[src/common/led_matrix_pkg.sv]
/*
 * shared geometry and types for one 64x32 hub75 panel with 1:16 scan
 * only this panel size is supported; widths follow from the localparams
 */
package led_matrix_pkg;

    // panel geometry
    localparam int PIXEL_WIDTH     = 64;
    localparam int SUBPANEL_ROWS   = 16;
    localparam int PANEL_HALVES    = 2;
    localparam int BRIGHTNESS_BITS = 8;

    // output enable timing, in clk_in cycles
    localparam int OE_UNIT_CYCLES  = 1;
    localparam int OVERLAP_CYCLES  = PIXEL_WIDTH + 4;
    localparam int OE_COUNT_WIDTH  = $clog2((1 << BRIGHTNESS_BITS) * OE_UNIT_CYCLES);

    // one half panel of pixels
    localparam int BUFFER_DEPTH    = SUBPANEL_ROWS * PIXEL_WIDTH;

    typedef logic [$clog2(PIXEL_WIDTH)-1:0]                   col_addr_t;
    typedef logic [$clog2(PIXEL_WIDTH):0]                     col_addr_count_t;
    typedef logic [$clog2(SUBPANEL_ROWS)-1:0]                 row_subpanel_addr_t;
    // msb picks the upper or lower half
    typedef logic [$clog2(SUBPANEL_ROWS * PANEL_HALVES)-1:0]  panel_row_t;
    typedef logic [$clog2(BUFFER_DEPTH)-1:0]                  buffer_addr_t;
    typedef logic [BRIGHTNESS_BITS-1:0]                       brightness_level_t;
    typedef logic [OE_COUNT_WIDTH-1:0]                        oe_count_t;

    // scan starts on the brightest plane
    localparam brightness_level_t MSB_PLANE = brightness_level_t'(1 << (BRIGHTNESS_BITS - 1));

    typedef struct packed {
        logic [BRIGHTNESS_BITS-1:0] r;
        logic [BRIGHTNESS_BITS-1:0] g;
        logic [BRIGHTNESS_BITS-1:0] b;
    } rgb_pixel_t;

    typedef struct packed {
        panel_row_t row;
        col_addr_t  column;
        rgb_pixel_t pixel;
    } pixel_write_t;

    typedef struct packed {
        logic r;
        logic g;
        logic b;
    } rgb_bits_t;

    typedef struct packed {
        rgb_bits_t          rgb0;
        rgb_bits_t          rgb1;
        row_subpanel_addr_t row_address;
        logic               clk_pixel;
        logic               row_latch;
        logic               output_enable;
    } hub75_pins_t;

endpackage

[src/source/hub75_output.sv]
/*
 * panel pin stage; colour bits move on the falling edge for the rising clk_pixel
 * clock, latch and oe pass straight through with the scan timing
 */
`timescale 1ns/1ps

module hub75_output (
    input  logic                                                   clk_in,
    input  logic                                                   reset,
    input  led_matrix_pkg::rgb_bits_t [led_matrix_pkg::PANEL_HALVES-1:0] rgb_half,
    input  logic                                                   clk_pixel,
    input  logic                                                   row_latch,
    input  logic                                                   output_enable,
    input  led_matrix_pkg::row_subpanel_addr_t                     row_address_active,
    output led_matrix_pkg::hub75_pins_t                            hub75
);

    import led_matrix_pkg::*;

    rgb_bits_t [PANEL_HALVES-1:0] rgb_q;

    // half a cycle of setup before the panel clock rises
    always_ff @(negedge clk_in) begin
        if (reset) begin
            rgb_q <= '0;
        end else begin
            rgb_q <= rgb_half;
        end
    end

    // upper half on rgb0, lower on rgb1
    assign hub75.rgb0          = rgb_q[0];
    assign hub75.rgb1          = rgb_q[1];
    assign hub75.row_address   = row_address_active;
    assign hub75.clk_pixel     = clk_pixel;
    assign hub75.row_latch     = row_latch;
    assign hub75.output_enable = output_enable;

endmodule

[config.mk]
export PLATFORM = sky130hd
export DESIGN_NAME = hub75_output
export DESIGN_NICKNAME = d
export VERILOG_FILES = /design/src/common/led_matrix_pkg.sv /design/src/source/hub75_output.sv
export SDC_FILE = /design/constraint.sdc
export NUM_CORES = 1
export LEC_CHECK = 0
export ABC_CLOCK_PERIOD_IN_PS = 800
export CAP_MARGIN = 40
export CORE_AREA = 3 3 40 42
export CTS_BUF_LIST = sky130_fd_sc_hd__clkbuf_8
export DETAILED_ROUTE_END_ITERATION = 8
export DIE_AREA = 0 0 43 45
export DONT_BUFFER_PORTS = 1
export GPL_ROUTABILITY_DRIVEN = 0
export PLACE_DENSITY = 0.32
export SYNTH_ARGS = -nofsm -noshare
export SYNTH_HDL_FRONTEND = slang
export SYNTH_SLANG_ARGS = --single-unit
export TNS_END_PERCENT = 50
[constraint.sdc]
create_clock -name clk_in -period 0.8 [get_ports clk_in]
set_clock_uncertainty 0.05 [all_clocks]
set_input_delay 0.16 -clock clk_in [delete_from_list [all_inputs] [get_ports clk_in]]
set_output_delay 0.16 -clock clk_in [all_outputs]
set_load 0.01 [all_outputs]
## Word-level counts from Yosys, hierarchy flattened

Cells that the tools add are included.

- Flip-flop bits (word level): 6
- Latch bits: 0
- RAM bits: 0
- ROM bits: 0
- Word-level logic and storage cells: 6
- Memories: 0

- $add $sub $neg: 0
- Multiply operators: 0
- Div/mod/pow operators: 0
- $lt $le $gt $ge: 0
- Eq/ne operators: 0
- Shifts and indexed selects: 0
- Mux-type cells: 0
- Bitwise operators: 0
- Reductions and logical operators: 0

## Depth between registers and ports, before layout

- Word-level depth: 0
- Depth in mapped cells: 1

==> summary.txt <==
Width of the die: 43 microns
RSZ-0062 raised after global routing: yes
Critical Path AT: 1.02 ns
ANT nets after route: 0
Vias/cell: 3.44
Sequential power share: 0.374
P per Cell Area: 3630 mW/mm^2
# IOs: 28
CTS Buffer Depth: 2
Non-Filler Instances: 36
CP Max Fanout: 1
Dpl cells: 28
Comb pwr share: 0.012
Clock slew at reported path FFs: 0.04 ns
CTS tree: built
Layout area overhead: 15.8%
First-pass GRT wire length: 669 microns
Htree depth: 1
Most frequent cells in the layout: nor2b_1, inv_1, dfxtp_2
1st-iter DRT viols: 0
Post-route cell area: 248 sq um
Tightest Hold Check Type: in2out
Multiplexer share of the synthesized area: 0
Fraction of synthesized cell area in xor and xnor cells: 0
Area share of and/or/nand/nor cells after synthesis: 0.175
P_sw: 0.000204 W
Slew headroom: 0.934
CTS Buf Count: 3
Sw Ratio: 0.227
Grt ovf: 0
Die Ht: 45 microns
# hold bufs at CTS: 0
Final Slew Violations: 0
Crit Path Class: reg2out
Total negative setup slack: -2.55 ns
Avg WL per Cell: 11.7 microns
Post-layout util: 0.193
YS warnings: 0
Hold slack: 0.270 ns
Setup violators final: 6
Share of layout cells above drive strength 1: 0.429
Status: finished, violations left
Initial antenna violation count: 0
Post-Synth Adder-Cell Area: 0
# diodes: 0
Number of global-route vias before repair: 188
Total Wirelength: 420 microns
P_leak: 0.118 nW
Distinct cells, synth: 4
Hold path depth: 0
Internal: 0.000695 W
Startpoint Class: flip-flop
Core Box Area: 0.00128 sq mm
Synthesized area per cell: 10.7 sq um
Failing checks: negative setup slack
Nets: 38
I/O Buffers: 0
Max reg flops: 6
Post-route DRC: 0
CTS Root Cell: clkbuf_8
Initial Util: 0.167
FF+latch count, synth: 6
Pin count of the biggest net entering global routing: 7
Global Route Usage Sum: 0.0568
Standard-cell rows: 13
Sequential-to-total area share from yosys stat: 0.561
Post-layout worst setup margin: -0.433 ns
Critical path depth: 0
Synthesized netlist cell count: 20
Placed Instance Area: 188 sq um
Worst Setup End Kind: output port
Worst Tran Pin Value: 0.0988 ns
Die footprint: 0.00194 sq mm
Compound-gate portion of the synthesized area: 0
Final hold viol count: 0
Synthesized cell area: 214 sq um
Vias: 124
DRT Pass-1 Iters: 1
Largest family of logic cells by synthesized area: buffers and inverters
Clk sink count: 6
Post-synth net total: 35
Max Cap Viol: 0
Max VDD drop: 0.00115 V
Clock Power Share: 0.614
Critical Path RT: 0.59 ns
-- metal layers --
| metal | GRT usage | wire length, microns | up-vias |
|---|---|---|---|
| met2 | 0.0509 | 138 | 16 |
| met3 | 0.0797 | 97 | 8 |
| met4 | 0.0843 | 42 | 0 |
| li1 | - | - | 55 |
| met5 | 0 | 0 | - |
| met1 | 0.0413 | 143 | 45 |
-- synth_stat cells --
master | count | area [sq um]
buf_4 | 7 | 52.6
nor2b_1 | 6 | 37.5
dfxtp_1 | 6 | 120
inv_1 | 1 | 3.75
-- cell families (layout without fill, tap and decap cells) --
| logic type | Yosys count | in the layout |
|---|---|---|
| DFF | 6 | 6 |
| and+or+nand+nor | 6 | 6 |
| buffers and inverters | 8 | 9 |
-- power groups by stage --
stage	sequential, W	combinational (W)	clock [W]
after floorplan	0.000337	0.0000460	0.0000542
after global placement	0.000340	0.0000107	0.0000542
after detailed placement	0.000340	0.0000118	0.0000542
after CTS	0.000336	0.0000114	0.000588
after global routing	0.000336	0.0000129	0.000645
final	0.000336	0.0000110	0.000551
-- cell type report --
class	count	area [sq um]
flip-flops and latches	6	128
well taps	15	18.8
clock inverters	6	22.5
clock buffers	3	41.3
fillers	145	1040
multi-input cells	6	37.5
-- repair_timing --
action / 4_1_cts / 5_1_grt
gates resized for setup: 0 / 0
setup endpoints to repair: 6 / 6
endpoints found under the hold margin: 0 / 0
buffers inserted: 0 / 0
pin swaps: 0 / 0
-- worst paths after layout --
check | from | endpoint | slack [ns]
max | hub75[11] | hub75[11] | -0.43
min | row_latch | hub75[1] | 0.27
-- through the flow --
step	total power (W)	worst slack [ns]
floorplan	0.000438	-0.126
global placement	0.000405	-0.137
detailed placement	0.000406	-0.136
CTS	0.000935	-0.444
global route	0.000994	-0.480
finish	0.000899	-0.433
(Power assumes the default switching activity.)
