### config.mk
export PLATFORM = sky130hd
export DESIGN_NAME = matrix_scan
export DESIGN_NICKNAME = d
export VERILOG_FILES = /design/src/common/led_matrix_pkg.sv /design/src/matrix_scan/countdown_timer.sv /design/src/matrix_scan/brightness_timeout.sv /design/src/matrix_scan/matrix_scan.sv
export SDC_FILE = /design/constraint.sdc
export NUM_CORES = 1
export LEC_CHECK = 0
export BUFFER_PORTS_ARGS = -buffer_cell sky130_fd_sc_hd__buf_4
export CAP_MARGIN = 10
export CELL_PAD_IN_SITES_DETAIL_PLACEMENT = 1
export CELL_PAD_IN_SITES_GLOBAL_PLACEMENT = 1
export CORE_ASPECT_RATIO = 2
export CORE_MARGIN = 4
export CORE_UTILIZATION = 38
export CTS_BUF_LIST = sky130_fd_sc_hd__clkbuf_16
export DETAILED_ROUTE_END_ITERATION = 8
export PLACE_DENSITY = 0.82
export SETUP_SLACK_MARGIN = 0.5
export SYNTH_ARGS = -nofsm -noshare
export SYNTH_HDL_FRONTEND = slang
export SYNTH_SLANG_ARGS = --single-unit
### constraint.sdc
create_clock -name clk_in -period 1.6 [get_ports clk_in]
set_input_delay 0.08 -clock clk_in [delete_from_list [all_inputs] [get_ports clk_in]]
set_output_delay 0.08 -clock clk_in [all_outputs]
set_load 0.1 [all_outputs]
### src/common/led_matrix_pkg.sv
/*
 * shared geometry and types for one 64x32 hub75 panel with 1:16 scan
 * only this panel size is supported; widths follow from the localparams
 */
package led_matrix_pkg;

    // panel geometry
    localparam int PIXEL_WIDTH     = 64;
    localparam int SUBPANEL_ROWS   = 16;
    localparam int PANEL_HALVES    = 2;
    localparam int BRIGHTNESS_BITS = 8;

    // output enable timing, in clk_in cycles
    localparam int OE_UNIT_CYCLES  = 1;
    localparam int OVERLAP_CYCLES  = PIXEL_WIDTH + 4;
    localparam int OE_COUNT_WIDTH  = $clog2((1 << BRIGHTNESS_BITS) * OE_UNIT_CYCLES);

    // one half panel of pixels
    localparam int BUFFER_DEPTH    = SUBPANEL_ROWS * PIXEL_WIDTH;

    typedef logic [$clog2(PIXEL_WIDTH)-1:0]                   col_addr_t;
    typedef logic [$clog2(PIXEL_WIDTH):0]                     col_addr_count_t;
    typedef logic [$clog2(SUBPANEL_ROWS)-1:0]                 row_subpanel_addr_t;
    // msb picks the upper or lower half
    typedef logic [$clog2(SUBPANEL_ROWS * PANEL_HALVES)-1:0]  panel_row_t;
    typedef logic [$clog2(BUFFER_DEPTH)-1:0]                  buffer_addr_t;
    typedef logic [BRIGHTNESS_BITS-1:0]                       brightness_level_t;
    typedef logic [OE_COUNT_WIDTH-1:0]                        oe_count_t;

    // scan starts on the brightest plane
    localparam brightness_level_t MSB_PLANE = brightness_level_t'(1 << (BRIGHTNESS_BITS - 1));

    typedef struct packed {
        logic [BRIGHTNESS_BITS-1:0] r;
        logic [BRIGHTNESS_BITS-1:0] g;
        logic [BRIGHTNESS_BITS-1:0] b;
    } rgb_pixel_t;

    typedef struct packed {
        panel_row_t row;
        col_addr_t  column;
        rgb_pixel_t pixel;
    } pixel_write_t;

    typedef struct packed {
        logic r;
        logic g;
        logic b;
    } rgb_bits_t;

    typedef struct packed {
        rgb_bits_t          rgb0;
        rgb_bits_t          rgb1;
        row_subpanel_addr_t row_address;
        logic               clk_pixel;
        logic               row_latch;
        logic               output_enable;
    } hub75_pins_t;

endpackage

### src/matrix_scan/countdown_timer.sv
/*
 * loadable down-counter, stops at zero
 * start must not arrive while the counter is still running
 */
`timescale 1ns/1ps

module countdown_timer #(
    parameter int COUNTER_WIDTH = 7
) (
    input  logic                     reset,
    input  logic                     clk_in,
    input  logic                     start,
    input  logic [COUNTER_WIDTH-1:0] value,
    output logic [COUNTER_WIDTH-1:0] counter,
    output logic                     running
);

    // running is combinational so it drops in the cycle the count hits zero
    assign running = (counter != '0);

    always_ff @(posedge clk_in) begin
        if (reset) begin
            counter <= '0;
        end else if (start) begin
            counter <= value;
        end else if (running) begin
            counter <= counter - 1'b1;
        end
    end

    // a reload mid-count would cut the line short
    start_while_idle: assert property (
        @(posedge clk_in) disable iff (reset)
        start |-> !running
    );

endmodule

### src/matrix_scan/brightness_timeout.sv
/*
 * output enable pulse for the active bit plane, weight x OE_UNIT_CYCLES long
 * a row latch reloads the count even if the previous pulse is still running
 */
`timescale 1ns/1ps

module brightness_timeout (
    input  logic                              clk_in,
    input  logic                              reset,
    input  logic                              row_latch,
    input  led_matrix_pkg::brightness_level_t brightness_mask_active,
    output logic                              output_enable,
    output logic                              exceeded_overlap_time
);

    import led_matrix_pkg::*;

    oe_count_t remaining;
    oe_count_t plane_cycles;

    // one-hot mask doubles as the plane weight
    assign plane_cycles = oe_count_t'(brightness_mask_active * OE_UNIT_CYCLES);

    always_ff @(posedge clk_in) begin
        if (reset) begin
            remaining <= '0;
        end else if (row_latch) begin
            remaining <= plane_cycles;
        end else if (remaining != '0) begin
            remaining <= remaining - 1'b1;
        end
    end

    // leds on while cycles are left
    assign output_enable = (remaining != '0);

    // tail of the pulse, the next line may start shifting
    assign exceeded_overlap_time = (remaining <= oe_count_t'(OVERLAP_CYCLES));

    // more than one bit would give a weight that is not a plane
    mask_onehot: assert property (
        @(posedge clk_in) disable iff (reset)
        $onehot0(brightness_mask_active)
    );

endmodule

### src/matrix_scan/matrix_scan.sv
/*
 * hub75 scan sequencer: 64 column loads per line, then a one-cycle row latch
 * clk_pixel is clk_in gated, so it must only drive panel pins, never logic
 */
`timescale 1ns/1ps

module matrix_scan (
    input  logic                               reset,
    input  logic                               clk_in,
    output led_matrix_pkg::col_addr_t          column_address,
    output led_matrix_pkg::row_subpanel_addr_t row_address,
    output led_matrix_pkg::row_subpanel_addr_t row_address_active,
    output logic                               clk_pixel_load_en,
    output logic                               clk_pixel,
    output logic                               row_latch,
    output logic                               output_enable,
    output led_matrix_pkg::brightness_level_t  brightness_mask
);

    import led_matrix_pkg::*;

    typedef logic [1:0] scan_state_t;

    scan_state_t       state;
    scan_state_t       row_latch_state;
    logic              state_advance;
    logic              advance_pulse;
    logic              scan_idle;
    logic              start_timers;
    logic              exceeded_overlap_time;
    logic              load_en_d;
    logic              clk_pixel_en;
    logic              latch_rise;
    brightness_level_t brightness_mask_active;

    // previous oe is off, or far enough into its tail
    assign state_advance = !output_enable || exceeded_overlap_time;

    // nothing of the last line still in flight
    assign scan_idle = (state == 2'b00) && !clk_pixel_load_en && !load_en_d &&
                       (row_latch_state == 2'b00);
    assign advance_pulse = state_advance && scan_idle;

    always_ff @(posedge clk_in) begin
        if (reset) begin
            state <= 2'b00;
        end else begin
            state <= {state[0], advance_pulse};
        end
    end

    // second rising edge after the advance loads both timers
    assign start_timers = (state == 2'b01);

    // 64 load cycles per line
    countdown_timer #(
        .COUNTER_WIDTH($bits(col_addr_count_t))
    ) i_load_timer (
        .reset  (reset),
        .clk_in (clk_in),
        .start  (start_timers),
        .value  (col_addr_count_t'(PIXEL_WIDTH)),
        .counter(),
        .running(clk_pixel_load_en)
    );

    // column address, 63 down to 0 then holds
    countdown_timer #(
        .COUNTER_WIDTH($bits(col_addr_t))
    ) i_column_timer (
        .reset  (reset),
        .clk_in (clk_in),
        .start  (start_timers),
        .value  (col_addr_t'(PIXEL_WIDTH - 1)),
        .counter(column_address),
        .running()
    );

    // buffer output lags the load gate by a cycle
    always_ff @(posedge clk_in) begin
        if (reset) begin
            load_en_d <= 1'b0;
        end else begin
            load_en_d <= clk_pixel_load_en;
        end
    end

    // row_latch_state goes to 2'b10 on this falling edge
    assign latch_rise = row_latch_state[0] && !load_en_d;

    // falling edge side: pixel clock gate, latch, plane and row stepping
    always_ff @(negedge clk_in) begin
        if (reset) begin
            clk_pixel_en           <= 1'b0;
            row_latch_state        <= 2'b00;
            brightness_mask        <= MSB_PLANE;
            brightness_mask_active <= '0;
            row_address            <= '0;
            row_address_active     <= '0;
        end else begin
            clk_pixel_en    <= load_en_d;
            row_latch_state <= {row_latch_state[0], load_en_d};
            if (latch_rise) begin
                // hand the loaded line to the leds
                brightness_mask_active <= brightness_mask;
                row_address_active     <= row_address;
                if (brightness_mask <= brightness_level_t'(1)) begin
                    // last plane done, move on to the next row
                    brightness_mask <= MSB_PLANE;
                    row_address     <= row_address + 1'b1;
                end else begin
                    brightness_mask <= brightness_mask >> 1;
                end
            end
        end
    end

    // gate changes on the falling edge, so no runt pulses
    assign clk_pixel = clk_in && clk_pixel_en;
    assign row_latch = (row_latch_state == 2'b10);

    brightness_timeout i_brightness_timeout (
        .clk_in                (clk_in),
        .reset                 (reset),
        .row_latch             (row_latch),
        .brightness_mask_active(brightness_mask_active),
        .output_enable         (output_enable),
        .exceeded_overlap_time (exceeded_overlap_time)
    );

    // latch is a single cycle
    latch_one_cycle: assert property (
        @(negedge clk_in) disable iff (reset)
        row_latch |=> !row_latch
    );

endmodule

==> metrics.yaml, run 1 <==
outcome: "aborted with a tool error"
lastStage: "5_1_grt"
firstError: "[ERROR DPL-0033] detailed placement checks failed during check placement."
antenna_found_initial: 0
synth-xor-area-share: 0.0502
rows: 38
place_hpwl_um: 4080
synth_nets: 252
synth-simple-area-share: 0.236
synth-edff-count: 0
gp_congestion: 0.717
synthArstFlopShare: 0
synth_largest_area_cell: "dfxtp_1"
placed_cells: 335
portBuffers: 27
synth_mux_area_frac: 0.0293
synth.top_cell.area_share: 0.478
initial_core_util: 0.389
synth_area_um2: 2090
synth_warnings: 0
yosysSeqAreaShare: 0.478
synthTopCellsByArea: "dfxtp_1, nand2_1, a21oi_1"
avgSynthCellArea_um2: 8.61
ys_ff_latch: 50
grt_max_degree: 41
synth_cells: 243
synth_top_family_by_area: "simple AND/OR/NAND/NOR gates"
io_pins: 28
die_x_um: 60.5
synthAdderAreaFrac: 0.0419
place_ws_ns: -0.325
die_y_um: 113
synth_flop_cell: "dfxtp_1"
synth_compound_area_frac: 0.131
synthDistinctLibCells: 38
## stage by stage
step	instance area (um2)	util	hold WS, ns
CTS	3790	0.706	0.124
detailed placement	2660	0.494	0.450
floorplan	2350	-	0.275
global placement	2660	0.494	0.447
## logic make-up after synthesis
kind of cell / after synthesis
AOI/OAI and AO/OA: 46
xor gates and xnor gates: 12
adders and majority gates: 7
buffers and inverters: 18
DFF: 50
muxes: 6
and+or+nand+nor: 104
## synth_stat cells, types with 2 or more instances
| cell type | instances |
|---|---|
| nand2b_1 | 5 |
| nor4_1 | 2 |
| a21oi_1 | 30 |
| nor2b_1 | 7 |
| nor3b_1 | 2 |
| nor3_1 | 7 |
| xor2_1 | 5 |
| xnor2_1 | 7 |
| nand2_1 | 44 |
| mux2i_1 | 5 |
| nand4_1 | 2 |
| inv_1 | 9 |
| clkbuf_1 | 8 |
| nor2_1 | 23 |
| a31oi_1 | 3 |
| ha_1 | 7 |
| o31ai_1 | 2 |
| dfxtp_1 | 50 |
| o21ai_0 | 2 |
| nand3_1 | 5 |
## repair_timing
action,4_1_cts
setup buffers,28
pin swaps,24
hold buffers,0
cloned,1
resized for setup,145
endpoints found under the setup margin,73
==> run 2: changes to the inputs <==
--- a/config.mk
+++ b/config.mk
@@ -7,15 +7,10 @@
 export LEC_CHECK = 0
 export BUFFER_PORTS_ARGS = -buffer_cell sky130_fd_sc_hd__buf_4
 export CAP_MARGIN = 10
-export CELL_PAD_IN_SITES_DETAIL_PLACEMENT = 1
-export CELL_PAD_IN_SITES_GLOBAL_PLACEMENT = 1
-export CORE_ASPECT_RATIO = 2
 export CORE_MARGIN = 4
-export CORE_UTILIZATION = 38
-export CTS_BUF_LIST = sky130_fd_sc_hd__clkbuf_16
+export CORE_UTILIZATION = 40
 export DETAILED_ROUTE_END_ITERATION = 8
-export PLACE_DENSITY = 0.82
-export SETUP_SLACK_MARGIN = 0.5
+export PLACE_DENSITY_LB_ADDON = 0.15
 export SYNTH_ARGS = -nofsm -noshare
 export SYNTH_HDL_FRONTEND = slang
 export SYNTH_SLANG_ARGS = --single-unit
==> constraint.sdc (replaced) <==
create_clock -name clk_in -period 2.1 [get_ports clk_in]
set_input_delay 0.105 -clock clk_in [delete_from_list [all_inputs] [get_ports clk_in]]
set_output_delay 0.105 -clock clk_in [all_outputs]
set_load 0.1 [all_outputs]
==> run 2 against run 1 <==
- the flow now finishes, with violations (setup timing)
- synthesized cell count stayed put
- area after synthesis stayed put
==> metrics.yaml, run 2 <==
ys_ff_latch: 50
synth_area_um2: 2090
portBuffers: 27
cts_hold_buf: 0
ant_nets: 0
fin_skew_ns: 0.0957
yosysMostFrequentCell: "dfxtp_1"
violations: "setup timing"
final_layout_size_suffix_gt1_frac: 0.354
layout.cells.most_common: "nand2_1"
areaGrowthSynthToFinish_pct: 55.9
worst_ep_arrival_time_ns: 2.28
final_cell_mix: "nand2_1, inv_1, buf_4, dfxtp_1, a21oi_1"
cp.required_ns: 2.00
synthTopCellsByArea: "dfxtp_1, nand2_1, a21oi_1"
grt_pass1_wl_um: 8920
slew_headroom: 0.645
end_kind: "output pin"
cp_max_fo: 2
synthDistinctLibCells: 38
insertedDiodeCount: 0
cp-start-kind: "register"
tightestPinTransition_ns: 0.528
synth_nets: 252
grt_overflow: 0
place_hpwl_um: 3120
drt_iter0_drc: 86
synth_top_cells_by_count: "dfxtp_1, nand2_1, a21oi_1, nor2_1, inv_1"
grt_setup_unrepaired: "true"
io_pins: 28
crit_chain: "nand2b_4 > clkinvlp_4 > buf_12"
setup_viol: 30
die_y_um: 80.3
yosysSeqAreaShare: 0.478
gp_congestion: 0.767
fin_ws_ns: -0.289
viasPerCell: 4.92
cts_tree: "built"
synthArstFlopShare: 0
core_area_um2: 5070
drc: 0
antenna_found_initial: 0
grt_pass1_vias: 1985
power.density_nw_per_um2: 1400
avgSynthCellArea_um2: 8.61
top_regs: "brightness_mask x8, brightness_mask_active x8, i_brightness_timeout.remaining x8"
leakage_nw: 1.39
max-vdd-ir-drop_uv: 1060
cpMaxStageDelayCell: "dfxtp_2"
initial_core_util: 0.412
fin_util: 0.643
grt_max_degree: 43
cpPeakStageDelay_ns: 0.33
hold_class: "input port to register"
grt_usage: 0.178
rows: 26
clk_latency_ns: 0.50
synth-edff-count: 0
wl_per_cell_um: 13.5
hold_viol: 0
synth_cells: 243
synth_warnings: 0
outcome: "complete, but fails checks"
fin_nets: 336
synth_flop_cell: "dfxtp_1"
synth_largest_area_cell: "dfxtp_1"
clk_pin_slew_ns: 0.11
routed_wl_um: 5350
dr.pass1.iters: 4
synth.top_cell.area_share: 0.478
die_x_um: 80.3
worstSetupPathType: "register to output pin"
vias: 1957
dieArea_um2: 6450
whs_ns: 0.150
drv_slew: 0
drv.max_cap_violation_count: 0
run 2: cell counts after synthesis:
Identical to the previous run, type by type.
run 2: logic make-up after synthesis:
kind of cell / share of synthesized area
flip-flops: 0.478
AND/OR/NAND/NOR: 0.236
buffers and inverters: 0.0329
XOR/XNOR: 0.0502
multiplexers: 0.0293
AO/OA/AOI/OAI: 0.131
adder cells (fa/ha/maj): 0.0419
run 2: power by group:
group | leakage, nW | internal (mW) | switching [mW]
sequential | 0.421 | 1.15 | 0.199
clock | 0.230 | 0.533 | 0.568
combinational | 0.740 | 0.821 | 1.29
total | 1.39 | 2.50 | 2.06
run 2: path summary, 6_finish.rpt:
| path | from | to | slack, ns | depth (start not counted) |
|---|---|---|---|---|
| setup / recovery | row_latch_state[0]$_SDFF_NP0_ | row_latch | -0.29 | 3 |
| hold / removal | reset | i_load_timer.counter[6]$_SDFFE_PP0P_ | 0.15 | 2 |
| setup reg to reg | row_latch_state[0]$_SDFF_NP0_ | i_brightness_timeout.remaining[3]$_SDFFE_PP0P_ | -0.28 | 6 |
| hold reg to reg | brightness_mask_active[4]$_SDFFE_NP0P_ | brightness_mask_active[4]$_SDFFE_NP0P_ | 0.45 | 2 |
run 2: final cells by class:
| type | instances | area (um2) |
|---|---|---|
| tap | 70 | 87.6 |
| clock inverter | 28 | 115 |
| sequential | 50 | 1060 |
| inverter | 8 | 33.8 |
| timing repair buffer | 57 | 686 |
| multi-input combinational | 175 | 1120 |
| fill | 409 | 1810 |
| clock buffer | 10 | 155 |
run 2: layer usage:
| layer | vias to the layer above | routed length [um] | GRT usage |
|---|---|---|---|
| li1 | 996 | - | - |
| met5 | - | 0 | 0 |
| met3 | 21 | 242 | 0.0594 |
| met4 | 0 | 171 | 0.113 |
| met1 | 899 | 2380 | 0.208 |
| met2 | 41 | 2560 | 0.276 |
run 2: repair_timing:
item / CTS / global route
resized for setup: 78 / 28
setup endpoints to repair: 23 / 48
pin swaps: 2 / 6
buffers inserted: 14 / 6
run 2: stage by stage:
stage                     total power [mW]  setup TNS (ns)  setup WS, ns  instance area (um2)  instances
after floorplan                       3.06           -2.76        -0.571                 2150        243
after global placement                3.44         -0.0511       -0.0251                 2480        342
after detailed placement              3.45          -0.164       -0.0721                 2480        342
after CTS                             4.49           -2.06        -0.305                 3110        392
after global routing                  4.89           -4.35        -0.359                 3260        398
final                                 4.56           -2.90        -0.289                 3260        398
run 2: worst max-delay path, delay by kind of cell, from the launching register on:
kind	cells	cell delay (ns)
buf+inv	2	0.29
flops	1	0.33
simple gates	1	0.13
Power figures use the tool's default switching activity.
==> run 3: changes to the inputs <==
--- a/config.mk
+++ b/config.mk
@@ -6,11 +6,12 @@
 export NUM_CORES = 1
 export LEC_CHECK = 0
 export BUFFER_PORTS_ARGS = -buffer_cell sky130_fd_sc_hd__buf_4
-export CAP_MARGIN = 10
+export CAP_MARGIN = 20
 export CORE_MARGIN = 4
 export CORE_UTILIZATION = 40
 export DETAILED_ROUTE_END_ITERATION = 8
 export PLACE_DENSITY_LB_ADDON = 0.15
+export SETUP_SLACK_MARGIN = 0.4
 export SYNTH_ARGS = -nofsm -noshare
 export SYNTH_HDL_FRONTEND = slang
 export SYNTH_SLANG_ARGS = --single-unit
==> run 3 against run 2 <==
- the run still ends with setup timing left
- die area unchanged
- sequential share of layout area increased by 0.25 points
- combinational power rose by 8%
- critical path type unchanged
- hold slack worse by 0.043 ns
- count of clock-buffer cells in the layout shrank 1
- flip-flop and latch count unchanged
- largest cell class unchanged
- core utilization increased by 0.79 points
- via count decreased by 1.5%
- cell area is 1.2% higher
- largest power group unchanged
- clock skew is 0.0059 ns lower
- clock power barely moved
- register-to-register slack improved by 0.08 ns
==> metrics.yaml, run 3 (synthesis results as in run 2) <==
antenna_found_initial: 0
final_cell_mix: "nand2_1, inv_1, buf_4, a21oi_1"
grt_pass1_vias: 1959
worstSetupPathType: "register to output pin"
place_ws_ns: -0.0640
power.density_nw_per_um2: 1430
core_area_um2: 5070
routed_wl_um: 5300
wl_per_cell_um: 13.3
tightestPinTransition_ns: 0.682
clk_pin_slew_ns: 0.11
grt_usage: 0.179
worst_ep_arrival_time_ns: 2.28
placed_cell_area_um2: 2560
drc: 0
clk_latency_ns: 0.51
place_hpwl_um: 3190
top_regs: "brightness_mask x8, brightness_mask_active x8, i_brightness_timeout.remaining x8"
hold_viol: 0
die_x_um: 80.3
cp-start-kind: "register"
grt_setup_unrepaired: "true"
layout.cells.most_common: "nand2_1"
cp_max_fo: 2
hold_class: "input port to register"
setup_viol: 27
violations: "setup timing"
drv.max_cap_violation_count: 0
grt_pass1_wl_um: 8910
rows: 26
gp_congestion: 0.810
final_layout_size_suffix_gt1_frac: 0.379
grt_overflow: 0
vias: 1928
dr.pass1.iters: 4
io_pins: 28
fin_cells: 397
leakage_nw: 1.40
insertedDiodeCount: 0
initial_core_util: 0.412
portBuffers: 27
die_y_um: 80.3
areaGrowthSynthToFinish_pct: 57.8
design_area_um2: 3300
slew_headroom: 0.541
outcome: "complete, but fails checks"
placed_cells: 342
cp.required_ns: 2.00
ant_nets: 0
fin_nets: 335
fin_ws_ns: -0.286
viasPerCell: 4.86
drv_slew: 0
grt_max_degree: 36
fin_skew_ns: 0.0898
drt_iter0_drc: 64
end_kind: "output pin"
dieArea_um2: 6450
max-vdd-ir-drop_uv: 764
cts_tree: "built"
==> run 3: power breakdown <==
group	switching, mW	leakage, nW	internal, mW
Sequential	0.205	0.425	1.16
Clock	0.593	0.227	0.480
Combinational	1.34	0.753	0.942
Total	2.14	1.40	2.58
==> run 3: final timing paths <==
kind / slack [ns] / depth (start not counted) / start / end
max: -0.29 / 3 / row_latch_state[0]$_SDFF_NP0_ / row_latch
min: 0.11 / 2 / reset / i_load_timer.counter[6]$_SDFFE_PP0P_
max reg2reg: -0.20 / 5 / row_latch_state[0]$_SDFF_NP0_ / i_brightness_timeout.remaining[3]$_SDFFE_PP0P_
min reg2reg: 0.46 / 2 / brightness_mask_active[2]$_SDFFE_NP0P_ / brightness_mask_active[2]$_SDFFE_NP0P_
==> run 3: critical path, stage by stage (launching register included) <==
cell        delay [ns]
dfxtp_2           0.32
nand2b_4          0.14
clkinvlp_4        0.11
buf_12            0.18
==> run 3: routing by layer <==
metal / GRT usage / share of wire / wire length [um]
met5: 0 / 0 / 0
met4: 0.0726 / 0.015 / 79
met3: 0.0695 / 0.034 / 182
met2: 0.280 / 0.49 / 2610
met1: 0.221 / 0.46 / 2430
==> run 3: final cells by class <==
class	count	area, um2
Clock buffer	9	130
Multi-Input combinational cell	175	1130
Inverter	8	33.8
Clock inverter	29	134
Fill cell	441	1770
Sequential cell	50	1080
Tap cell	70	87.6
Timing Repair Buffer	56	701
==> run 3: timing repair <==
item | 4_1_cts | 5_1_grt
gates resized for setup | 74 | 16
pin swaps | 2 | 1
endpoints found under the setup margin | 55 | 55
setup buffers | 16 | 3
hold buffers | 0 | 0
==> run 3: metrics by stage <==
step           hold slack, ns   util  total power, mW  TNS, ns
2_1_floorplan           0.414      -             3.09    -2.82
3_3_place_gp            0.443  0.505             3.46  -0.0237
3_5_place_dp            0.446  0.505             3.48   -0.115
4_1_cts                0.0987  0.637             4.65    -2.41
5_1_grt                 0.110  0.650             5.04    -3.89
6_report                0.107  0.650             4.72    -2.34
